==> config.mk <==
export PLATFORM = sky130hd
export DESIGN_NAME = dcache_mem_ctrl
export DESIGN_NICKNAME = d
export VERILOG_FILES = /design/src/mem_bus_pkg.sv /design/src/dmem_req_pkg.sv /design/src/dmem_ifs.sv /design/src/dcache_mem_ctrl.sv /design/src/dmem_fill_return.sv /design/src/dmem_load_tracker.sv /design/src/dmem_issue_queue.sv
export VERILOG_INCLUDE_DIRS = /design/src /design/src/src
export SDC_FILE = /design/constraint.sdc
export NUM_CORES = 1
export LEC_CHECK = 0
export ABC_AREA = 1
export BUFFER_PORTS_ARGS = -buffer_cell sky130_fd_sc_hd__buf_2
export CORE_MARGIN = 2
export CORE_UTILIZATION = 40
export DETAILED_ROUTE_END_ITERATION = 16
export SYNTH_ARGS = -nofsm -noshare
export SYNTH_HDL_FRONTEND = slang
export SYNTH_SLANG_ARGS = --single-unit
==> constraint.sdc <==
create_clock -name clock -period 10.5 [get_ports clock]
set_input_delay 0.525 -clock clock [delete_from_list [all_inputs] [get_ports clock]]
set_output_delay 0.525 -clock clock [all_outputs]
set_load 0.02 [all_outputs]
==> src/dmem_config.svh <==
// sizing for the dcache memory-side controller
// track depth must stay below 16, tags are 4 bits and tag 0 is reserved
`ifndef DMEM_CONFIG_SVH
`define DMEM_CONFIG_SVH

// byte address width
`define DMEM_ADDR_W       16

// one-hot load-queue grant width
`define DMEM_LSQ_SIZE     16

`define DMEM_ISSUE_DEPTH  8
`define DMEM_TRACK_DEPTH  8

`endif
==> src/mem_bus_pkg.sv <==
// types of the tagged memory bus
// tag 0 means not accepted on a response and no data on a return
`default_nettype none

package mem_bus_pkg;

    typedef enum logic [1:0] {
        BUS_NONE  = 2'h0,
        BUS_LOAD  = 2'h1,
        BUS_STORE = 2'h2
    } mem_command_e;

    typedef enum logic [1:0] {
        BYTE   = 2'h0,
        HALF   = 2'h1,
        WORD   = 2'h2,
        DOUBLE = 2'h3
    } mem_size_e;

    typedef logic [3:0] mem_tag_t;

endpackage

`default_nettype wire

==> src/dmem_req_pkg.sv <==
// request types of the controller, one queue entry per accepted request
`include "dmem_config.svh"
`default_nettype none

package dmem_req_pkg;

    import mem_bus_pkg::*;

    typedef enum logic [1:0] {
        WRITEBACK  = 2'h0,
        WRITE_MISS = 2'h1,
        READ_MISS  = 2'h2
    } req_kind_e;

    typedef struct packed {
        req_kind_e                 kind;
        logic [`DMEM_ADDR_W-1:0]   addr;
        logic [63:0]               data;
        mem_size_e                 size;
        logic [`DMEM_LSQ_SIZE-1:0] grant;
        logic                      epoch;
    } dmem_entry_t;

endpackage

`default_nettype wire

==> src/dmem_ifs.sv <==
// links between issue queue, load tracker and fill-return stage
`timescale 1ns/10ps
`default_nettype none
`include "dmem_config.svh"

// read accepted by memory, handed to the tracker
interface load_push_if import mem_bus_pkg::*; ();
    logic                      valid;
    logic                      ready;
    logic [`DMEM_ADDR_W-1:0]   addr;
    mem_size_e                 size;
    logic [`DMEM_LSQ_SIZE-1:0] grant;
    mem_tag_t                  tag;

    modport source (output valid, addr, size, grant, tag, input ready);
    modport sink   (input valid, addr, size, grant, tag, output ready);
endinterface

// oldest outstanding read
interface load_head_if import mem_bus_pkg::*; ();
    logic                      valid;
    mem_tag_t                  tag;
    logic [`DMEM_ADDR_W-1:0]   addr;
    mem_size_e                 size;
    logic [`DMEM_LSQ_SIZE-1:0] grant;
    logic                      live;
    logic                      pop;

    modport source (output valid, tag, addr, size, grant, live, input pop);
    modport sink   (input valid, tag, addr, size, grant, live, output pop);
endinterface

`default_nettype wire

==> src/dcache_mem_ctrl.sv <==
// memory-side controller of a write-back, no-write-allocate dcache
// memory must answer commands in the same cycle and return reads in order
`timescale 1ns/10ps
`default_nettype none
`include "dmem_config.svh"

module dcache_mem_ctrl
    import mem_bus_pkg::*;
(
    input  logic                      clock,
    input  logic                      reset,
    input  logic                      except,

    input  logic                      wb_valid,
    output logic                      wb_ready,
    input  logic [`DMEM_ADDR_W-1:0]   wb_addr,
    input  logic [63:0]               wb_data,

    input  logic                      wr_valid,
    output logic                      wr_ready,
    input  logic [`DMEM_ADDR_W-1:0]   wr_addr,
    input  logic [63:0]               wr_data,
    input  mem_size_e                 wr_size,

    input  logic                      rd_valid,
    output logic                      rd_ready,
    input  logic [`DMEM_ADDR_W-1:0]   rd_addr,
    input  mem_size_e                 rd_size,
    input  logic [`DMEM_LSQ_SIZE-1:0] rd_grant,

    input  mem_tag_t                  mem2proc_response,
    input  logic [63:0]               mem2proc_data,
    input  mem_tag_t                  mem2proc_tag,

    output mem_command_e              dmem_command,
    output logic [`DMEM_ADDR_W-1:0]   dmem_addr,
    output mem_size_e                 dmem_size,
    output logic [63:0]               dmem_data,

    output logic                      fill_en,
    output logic [4:0]                fill_idx,
    output logic [7:0]                fill_tag,
    output logic [63:0]               fill_data,
    output logic [`DMEM_LSQ_SIZE-1:0] lsq_feedback,
    output logic [31:0]               lsq_data
);

    load_push_if push_bus ();
    load_head_if head_bus ();

    dmem_issue_queue issue_queue (
        .clock        (clock),
        .reset        (reset),
        .except       (except),
        .wb_valid     (wb_valid),
        .wb_ready     (wb_ready),
        .wb_addr      (wb_addr),
        .wb_data      (wb_data),
        .wr_valid     (wr_valid),
        .wr_ready     (wr_ready),
        .wr_addr      (wr_addr),
        .wr_data      (wr_data),
        .wr_size      (wr_size),
        .rd_valid     (rd_valid),
        .rd_ready     (rd_ready),
        .rd_addr      (rd_addr),
        .rd_size      (rd_size),
        .rd_grant     (rd_grant),
        .mem_response (mem2proc_response),
        .dmem_command (dmem_command),
        .dmem_addr    (dmem_addr),
        .dmem_size    (dmem_size),
        .dmem_data    (dmem_data),
        .push         (push_bus.source)
    );

    dmem_load_tracker load_tracker (
        .clock  (clock),
        .reset  (reset),
        .except (except),
        .push   (push_bus.sink),
        .head   (head_bus.source)
    );

    dmem_fill_return fill_return (
        .head         (head_bus.sink),
        .mem_tag      (mem2proc_tag),
        .mem_data     (mem2proc_data),
        .fill_en      (fill_en),
        .fill_idx     (fill_idx),
        .fill_tag     (fill_tag),
        .fill_data    (fill_data),
        .lsq_feedback (lsq_feedback),
        .lsq_data     (lsq_data)
    );

endmodule

`default_nettype wire

==> src/dmem_fill_return.sv <==
// combinational, fill and feedback only for live reads, no sign extension
`timescale 1ns/10ps
`default_nettype none
`include "dmem_config.svh"

module dmem_fill_return
    import mem_bus_pkg::*;
(
    load_head_if.sink                 head,
    input  mem_tag_t                  mem_tag,
    input  logic [63:0]               mem_data,
    output logic                      fill_en,
    output logic [4:0]                fill_idx,
    output logic [7:0]                fill_tag,
    output logic [63:0]               fill_data,
    output logic [`DMEM_LSQ_SIZE-1:0] lsq_feedback,
    output logic [31:0]               lsq_data
);

    logic        match;
    logic        hit;
    logic [63:0] shifted;
    logic [31:0] size_mask;

    assign match    = head.valid && (mem_tag == head.tag);
    assign hit      = match && head.live;
    assign head.pop = match;

    // byte offset within the double word
    assign shifted = mem_data >> {head.addr[2:0], 3'b000};

    always_comb begin
        case (head.size)
            BYTE:    size_mask = 32'h0000_00ff;
            HALF:    size_mask = 32'h0000_ffff;
            default: size_mask = 32'hffff_ffff;
        endcase
    end

    assign fill_en      = hit;
    assign fill_idx     = hit ? head.addr[7:3] : '0;
    assign fill_tag     = hit ? head.addr[15:8] : '0;
    assign fill_data    = hit ? mem_data : '0;
    assign lsq_feedback = hit ? head.grant : '0;
    assign lsq_data     = hit ? (shifted[31:0] & size_mask) : '0;

endmodule

`default_nettype wire

==> src/dmem_load_tracker.sv <==
// reads accepted by memory, oldest first, memory must return tags in order
// cancelled reads stay queued until their data comes back
`timescale 1ns/10ps
`default_nettype none
`include "dmem_config.svh"

module dmem_load_tracker
    import mem_bus_pkg::*;
(
    input  logic         clock,
    input  logic         reset,
    input  logic         except,
    load_push_if.sink    push,
    load_head_if.source  head
);

    localparam int DEPTH = `DMEM_TRACK_DEPTH;
    localparam int PTR_W = $clog2(DEPTH);
    localparam int CNT_W = $clog2(DEPTH + 1);

    mem_tag_t                  tag_q   [DEPTH];
    logic [`DMEM_ADDR_W-1:0]   addr_q  [DEPTH];
    mem_size_e                 size_q  [DEPTH];
    logic [`DMEM_LSQ_SIZE-1:0] grant_q [DEPTH];
    logic [DEPTH-1:0]          live_q;
    logic [PTR_W-1:0]          head_ptr;
    logic [PTR_W-1:0]          tail_ptr;
    logic [CNT_W-1:0]          count;
    logic                      do_push;
    logic                      do_pop;

    function automatic logic [PTR_W-1:0] next_ptr(input logic [PTR_W-1:0] ptr);
        return (ptr == PTR_W'(DEPTH - 1)) ? '0 : ptr + 1'b1;
    endfunction

    assign push.ready = (count != CNT_W'(DEPTH));
    assign do_push    = push.valid && push.ready;
    assign do_pop     = head.pop && head.valid;

    assign head.valid = (count != '0);
    assign head.tag   = tag_q[head_ptr];
    assign head.addr  = addr_q[head_ptr];
    assign head.size  = size_q[head_ptr];
    assign head.grant = grant_q[head_ptr];
    assign head.live  = live_q[head_ptr];

    always_ff @(posedge clock) begin
        if (do_push) begin
            tag_q[tail_ptr]   <= push.tag;
            addr_q[tail_ptr]  <= push.addr;
            size_q[tail_ptr]  <= push.size;
            grant_q[tail_ptr] <= push.grant;
        end
    end

    always_ff @(posedge clock) begin
        if (reset) begin
            head_ptr <= '0;
            tail_ptr <= '0;
            count    <= '0;
            live_q   <= '0;
        end else begin
            if (except) begin
                live_q <= '0;
            end
            // a read issued in the except cycle is cancelled as well
            if (do_push) begin
                live_q[tail_ptr] <= !except;
                tail_ptr         <= next_ptr(tail_ptr);
            end
            if (do_pop) begin
                head_ptr <= next_ptr(head_ptr);
            end
            count <= count + CNT_W'(do_push) - CNT_W'(do_pop);
        end
    end

endmodule

`default_nettype wire

==> src/dmem_issue_queue.sv <==
// one request accepted per cycle, priority write-back, write miss, read miss
// reads accepted in an except cycle or earlier are dropped before issue
`timescale 1ns/10ps
`default_nettype none
`include "dmem_config.svh"

module dmem_issue_queue
    import mem_bus_pkg::*;
    import dmem_req_pkg::*;
(
    input  logic                      clock,
    input  logic                      reset,
    input  logic                      except,

    input  logic                      wb_valid,
    output logic                      wb_ready,
    input  logic [`DMEM_ADDR_W-1:0]   wb_addr,
    input  logic [63:0]               wb_data,

    input  logic                      wr_valid,
    output logic                      wr_ready,
    input  logic [`DMEM_ADDR_W-1:0]   wr_addr,
    input  logic [63:0]               wr_data,
    input  mem_size_e                 wr_size,

    input  logic                      rd_valid,
    output logic                      rd_ready,
    input  logic [`DMEM_ADDR_W-1:0]   rd_addr,
    input  mem_size_e                 rd_size,
    input  logic [`DMEM_LSQ_SIZE-1:0] rd_grant,

    input  mem_tag_t                  mem_response,
    output mem_command_e              dmem_command,
    output logic [`DMEM_ADDR_W-1:0]   dmem_addr,
    output mem_size_e                 dmem_size,
    output logic [63:0]               dmem_data,

    load_push_if.source               push
);

    localparam int DEPTH = `DMEM_ISSUE_DEPTH;
    localparam int PTR_W = $clog2(DEPTH);
    localparam int CNT_W = $clog2(DEPTH + 1);

    dmem_entry_t      entries [DEPTH];
    dmem_entry_t      new_entry;
    dmem_entry_t      head_entry;
    logic [PTR_W-1:0] head_ptr;
    logic [PTR_W-1:0] tail_ptr;
    logic [CNT_W-1:0] count;
    logic             epoch;
    logic             running;
    logic             can_accept;
    logic             accept;
    logic             head_valid;
    logic             head_is_read;
    logic             head_stale;
    logic             issue_done;
    logic             pop;

    function automatic logic [PTR_W-1:0] next_ptr(input logic [PTR_W-1:0] ptr);
        return (ptr == PTR_W'(DEPTH - 1)) ? '0 : ptr + 1'b1;
    endfunction

    // ready only for the granted channel, from the first cycle after reset
    assign can_accept = running && (count != CNT_W'(DEPTH));
    assign wb_ready   = can_accept && wb_valid;
    assign wr_ready   = can_accept && wr_valid && !wb_valid;
    assign rd_ready   = can_accept && rd_valid && !wb_valid && !wr_valid;
    assign accept     = wb_ready || wr_ready || rd_ready;

    always_comb begin
        new_entry       = '0;
        new_entry.epoch = epoch;
        if (wb_ready) begin
            new_entry.kind = WRITEBACK;
            new_entry.addr = wb_addr;
            new_entry.data = wb_data;
            new_entry.size = DOUBLE;
        end else if (wr_ready) begin
            new_entry.kind = WRITE_MISS;
            new_entry.addr = wr_addr;
            new_entry.data = wr_data;
            new_entry.size = wr_size;
        end else begin
            new_entry.kind  = READ_MISS;
            new_entry.addr  = rd_addr;
            new_entry.size  = rd_size;
            new_entry.grant = rd_grant;
        end
    end

    assign head_entry   = entries[head_ptr];
    assign head_valid   = (count != '0);
    assign head_is_read = (head_entry.kind == READ_MISS);
    assign head_stale   = head_valid && head_is_read && (head_entry.epoch != epoch);

    // a read waits for room in the tracker so its push is never refused
    always_comb begin
        dmem_command = BUS_NONE;
        if (head_valid && !head_stale) begin
            if (!head_is_read) begin
                dmem_command = BUS_STORE;
            end else if (push.ready) begin
                dmem_command = BUS_LOAD;
            end
        end
    end

    assign dmem_addr = head_entry.addr;
    assign dmem_size = head_is_read ? DOUBLE : head_entry.size;
    assign dmem_data = head_entry.data;

    assign issue_done = (dmem_command != BUS_NONE) && (mem_response != '0);
    assign pop        = issue_done || head_stale;

    assign push.valid = issue_done && head_is_read;
    assign push.addr  = head_entry.addr;
    assign push.size  = head_entry.size;
    assign push.grant = head_entry.grant;
    assign push.tag   = mem_response;

    always_ff @(posedge clock) begin
        if (reset) begin
            head_ptr <= '0;
            tail_ptr <= '0;
            count    <= '0;
            epoch    <= 1'b0;
            running  <= 1'b0;
        end else begin
            running <= 1'b1;
            if (except) begin
                epoch <= ~epoch;
            end
            if (accept) begin
                tail_ptr <= next_ptr(tail_ptr);
            end
            if (pop) begin
                head_ptr <= next_ptr(head_ptr);
            end
            count <= count + CNT_W'(accept) - CNT_W'(pop);
        end
    end

    always_ff @(posedge clock) begin
        if (accept) begin
            entries[tail_ptr] <= new_entry;
        end
    end

endmodule

`default_nettype wire

==> results.md <==
- RD Place Congestion: 0.8965
- Die W: roughly 350 microns
- Wire length on met1: 55,110 microns
- Core area: roughly 120,000 sq um
- PortBufs: 486
- Leakage: 20.34 nW
- Final Hold Fails: 0
- Layout cells sized above 1: 17.22%
- RSZ-0062 raised after global routing: no
- Synth cell types: 43
- CTS resizes: 0
- Max Fclk: 182.5 MHz
- Fin nets: a little under 5k
- Critical Path Max Stage Delay: 0.76 ns
- Worst setup EP type: primary output
- 1st-iter DRT viols: 2,566
- Final setup viols: 0
- Fin crit share: a little over half
- Postcts setup bufs: 0
- Most common cell after layout, fill and taps aside: edfxtp_1
- TritonCTS buffer count: 112
- Setup CP Type: reg2out
- Min-Delay Path Depth: 1
- Worst-margin pin slew: 1.317 ns
- Total die area: 124,900 sq um
- Type of the most critical hold path: in2reg
- Status: finished clean
- YS warnings: 0
- DRC viols: 0
- Async set-reset flop share out of synthesis: 0%
- Cts hold-fix bufs: 0
- Initial antenna violation count: 11
- Detail Placement HPWL: 76,400 microns
- Syn Area/Cell: between 10 and 15 sq um
- WP data arrival: slightly below 5 ns
- Cell count along the critical path: 13
- Max Clock Skew: 0.06130 ns
- Syn-to-layout area delta: 14.01%
- Via count: 33.01k
- Top layer in use: met5
- Ports: between 400 and 500
- Pin count of the biggest net entering global routing: 213
- CTS sink cnt: 1,148
- Placed cell area: 52,050 sq um
- Reg2Reg Depth: 13
- Starting Density: 40.22%
- GR Util All Layers: 20.47%
- CTS root buf: clkbuf_16
- CTS clk-pin slew, worst paths: approximately 0.06 ns
- Vias in the first global route: 31.53k
- Setup TNS: 0 ns
- Max_cap viols: 0
- CTS tree: done
- Max IR drop VDD: ~200 uV
- Main synth FF type: edfxtp_1
- WL per Instance: 21.00 microns
- Post-synthesis sequential area ratio: 69.86%
- Crit path cell chain: inv_4 > buf_4 > o21ai_1 > nand3_1 > nand2_1 > nor2_1 > nor2_4 > inv_2 > nor2_4 > nand2_4 > buf_4 > nor2_1 > buf_2
- Crit path time final: 5.480 ns
- Syn Nets: 4,539
- Required time of the critical path: 9.98 ns
- CTS max path bufs: 3
- Post-synthesis instance total: 4,243
- Post-synth EDFFs: 1,112
- PD cells: 258.4 nW/um^2
- Multi-input logic area: between 10,000 and 15,000 sq um
- Max-slew violations: 0
- Total iterations of the first detailed-routing run: 5
- Global-route wire length before repair: 196,400 microns
- # H-tree levels: 3
- Clk_lat worst skew: 0.70 ns
- Design Area, Final: 55,670 sq um
- CP Launch Type: flop
- Routed Antenna Nets: 0
- Height of the chip: 353.4 microns
- CP delay by family, top: buffers and inverters
- Placed cell count: 6,051
- Post-synthesis register bit count: 1,148
- Commonest non-fill, non-tap cells in the layout: edfxtp_1, nor2_1, o21ai_0
- Fill cells: ~11k
- Critical path buffers and inverters: 5
- Fin cells: 6,261
- Worst-path fanout max: 79
- Routed WL: 131,500 microns
- Remaining global-route overflow: 0
- Met2 wire len: 63,460 microns
- Vias per cell: 5.272
- Reg area: 34,130 sq um
- Slowest library cell on the worst path: buf_4
- Max-slew headroom: 11.25%
- DR WL met3: 8869 microns
- Post-Syn Area: between 40,000 and 50,000 sq um
- Row Count: ~130
cells by family (layout without fill, tap and decap cells):
kind of cell | after synthesis | after routing | synth area share [%]
other | 0 | 3 | 0
adders and majority gates | 22 | 22 | 0.5945
xor gates and xnor gates | 3 | 3 | 0.05382
and+or+nand+nor | 1541 | 1541 | 12.76
DFF | 1148 | 1148 | 69.86
buffers and inverters | 528 | 918 | 5.025
AOI/OAI and AO/OA | 1001 | 1001 | 11.70
routing by layer:
metal  GRT usage (%)  vias to the layer above
met5               0                        -
met4           6.706                       12
met3           4.150                      210
met2           34.15                     1100
met1           26.75                    16029
li1                -                    15655
where the power goes:
group | leakage (nW) | internal (mW) | switching, mW | total (mW)
logic | 8.06 | 1.20 | 3.36 | 4.56
registers | 10.5 | 5.73 | 0.143 | 5.87
clock network | 1.76 | 2.26 | 1.69 | 3.95
total | 20.3 | 9.19 | 5.19 | 14.4
synth_stat cells (28+ instances only):
master    count  share of area (%)
a22o_1       64                1.1
a31oi_1      96                1.2
buf_1        28               0.22
buf_2        30               0.31
buf_4        85                1.3
clkbuf_1    203                1.6
dfxtp_1      36                1.5
edfxtp_1   1112                 68
inv_1       157                1.2
nand2_1     285                2.2
nand3_1     171                1.8
nor2_1      998                7.7
nor2_2       52               0.67
o21ai_0     574                5.9
o21ai_1      75               0.77
o221ai_1     30               0.54
o22ai_1     106                1.4
sequential cells by signal (all words and copies together), names as in the netlist, named ones only:
name and cells:
load_tracker.head_ptr 3, load_tracker.grant_q 128, issue_queue.tail_ptr 3, load_tracker.tag_q 32
issue_queue.head_ptr 3, issue_queue.entries 808, load_tracker.size_q 16, load_tracker.live_q 8
issue_queue.running 1, load_tracker.addr_q 128, issue_queue.count 4, load_tracker.count 4
issue_queue.epoch 1, load_tracker.tail_ptr 3
path summary, 6_finish.rpt:
path | to | slack (ns) | from
max | lsq_data[0] | 5.02 | flop
min | load_tracker.tag_q[1][3] | 0.14 | mem2proc_response[3]
max reg2reg | issue_queue.entries[3][91] | 5.94 | issue_queue.count[2]
min reg2reg | load_tracker.live_q[6] | 0.44 | load_tracker.live_q[6]
layout make-up:
| type | count | area share, % |
|---|---|---|
| timing repair buffer | 544 | 5.174 |
| multi-input combinational | 2567 | 22.21 |
| clock inverter | 65 | 1.169 |
| sequential | 1148 | 61.30 |
| tap | 1625 | 3.652 |
| inverter | 167 | 1.164 |
| clock buffer | 142 | 5.311 |
| antenna | 3 | 0.01349 |
stage by stage:
stage	hold slack, ns	utilization (%)	setup WS (ns)	power (mW)
after floorplan	0.4264	-	4.188	9.235
after global placement	0.4338	42.88	5.736	10.53
after detailed placement	0.4378	42.88	5.675	10.56
after CTS	0.09523	45.85	4.925	14.50
after global routing	0.1217	45.85	4.596	15.17
final	0.1430	45.86	5.020	14.38
No activity file was read; power rests on OpenSTA's default activity.
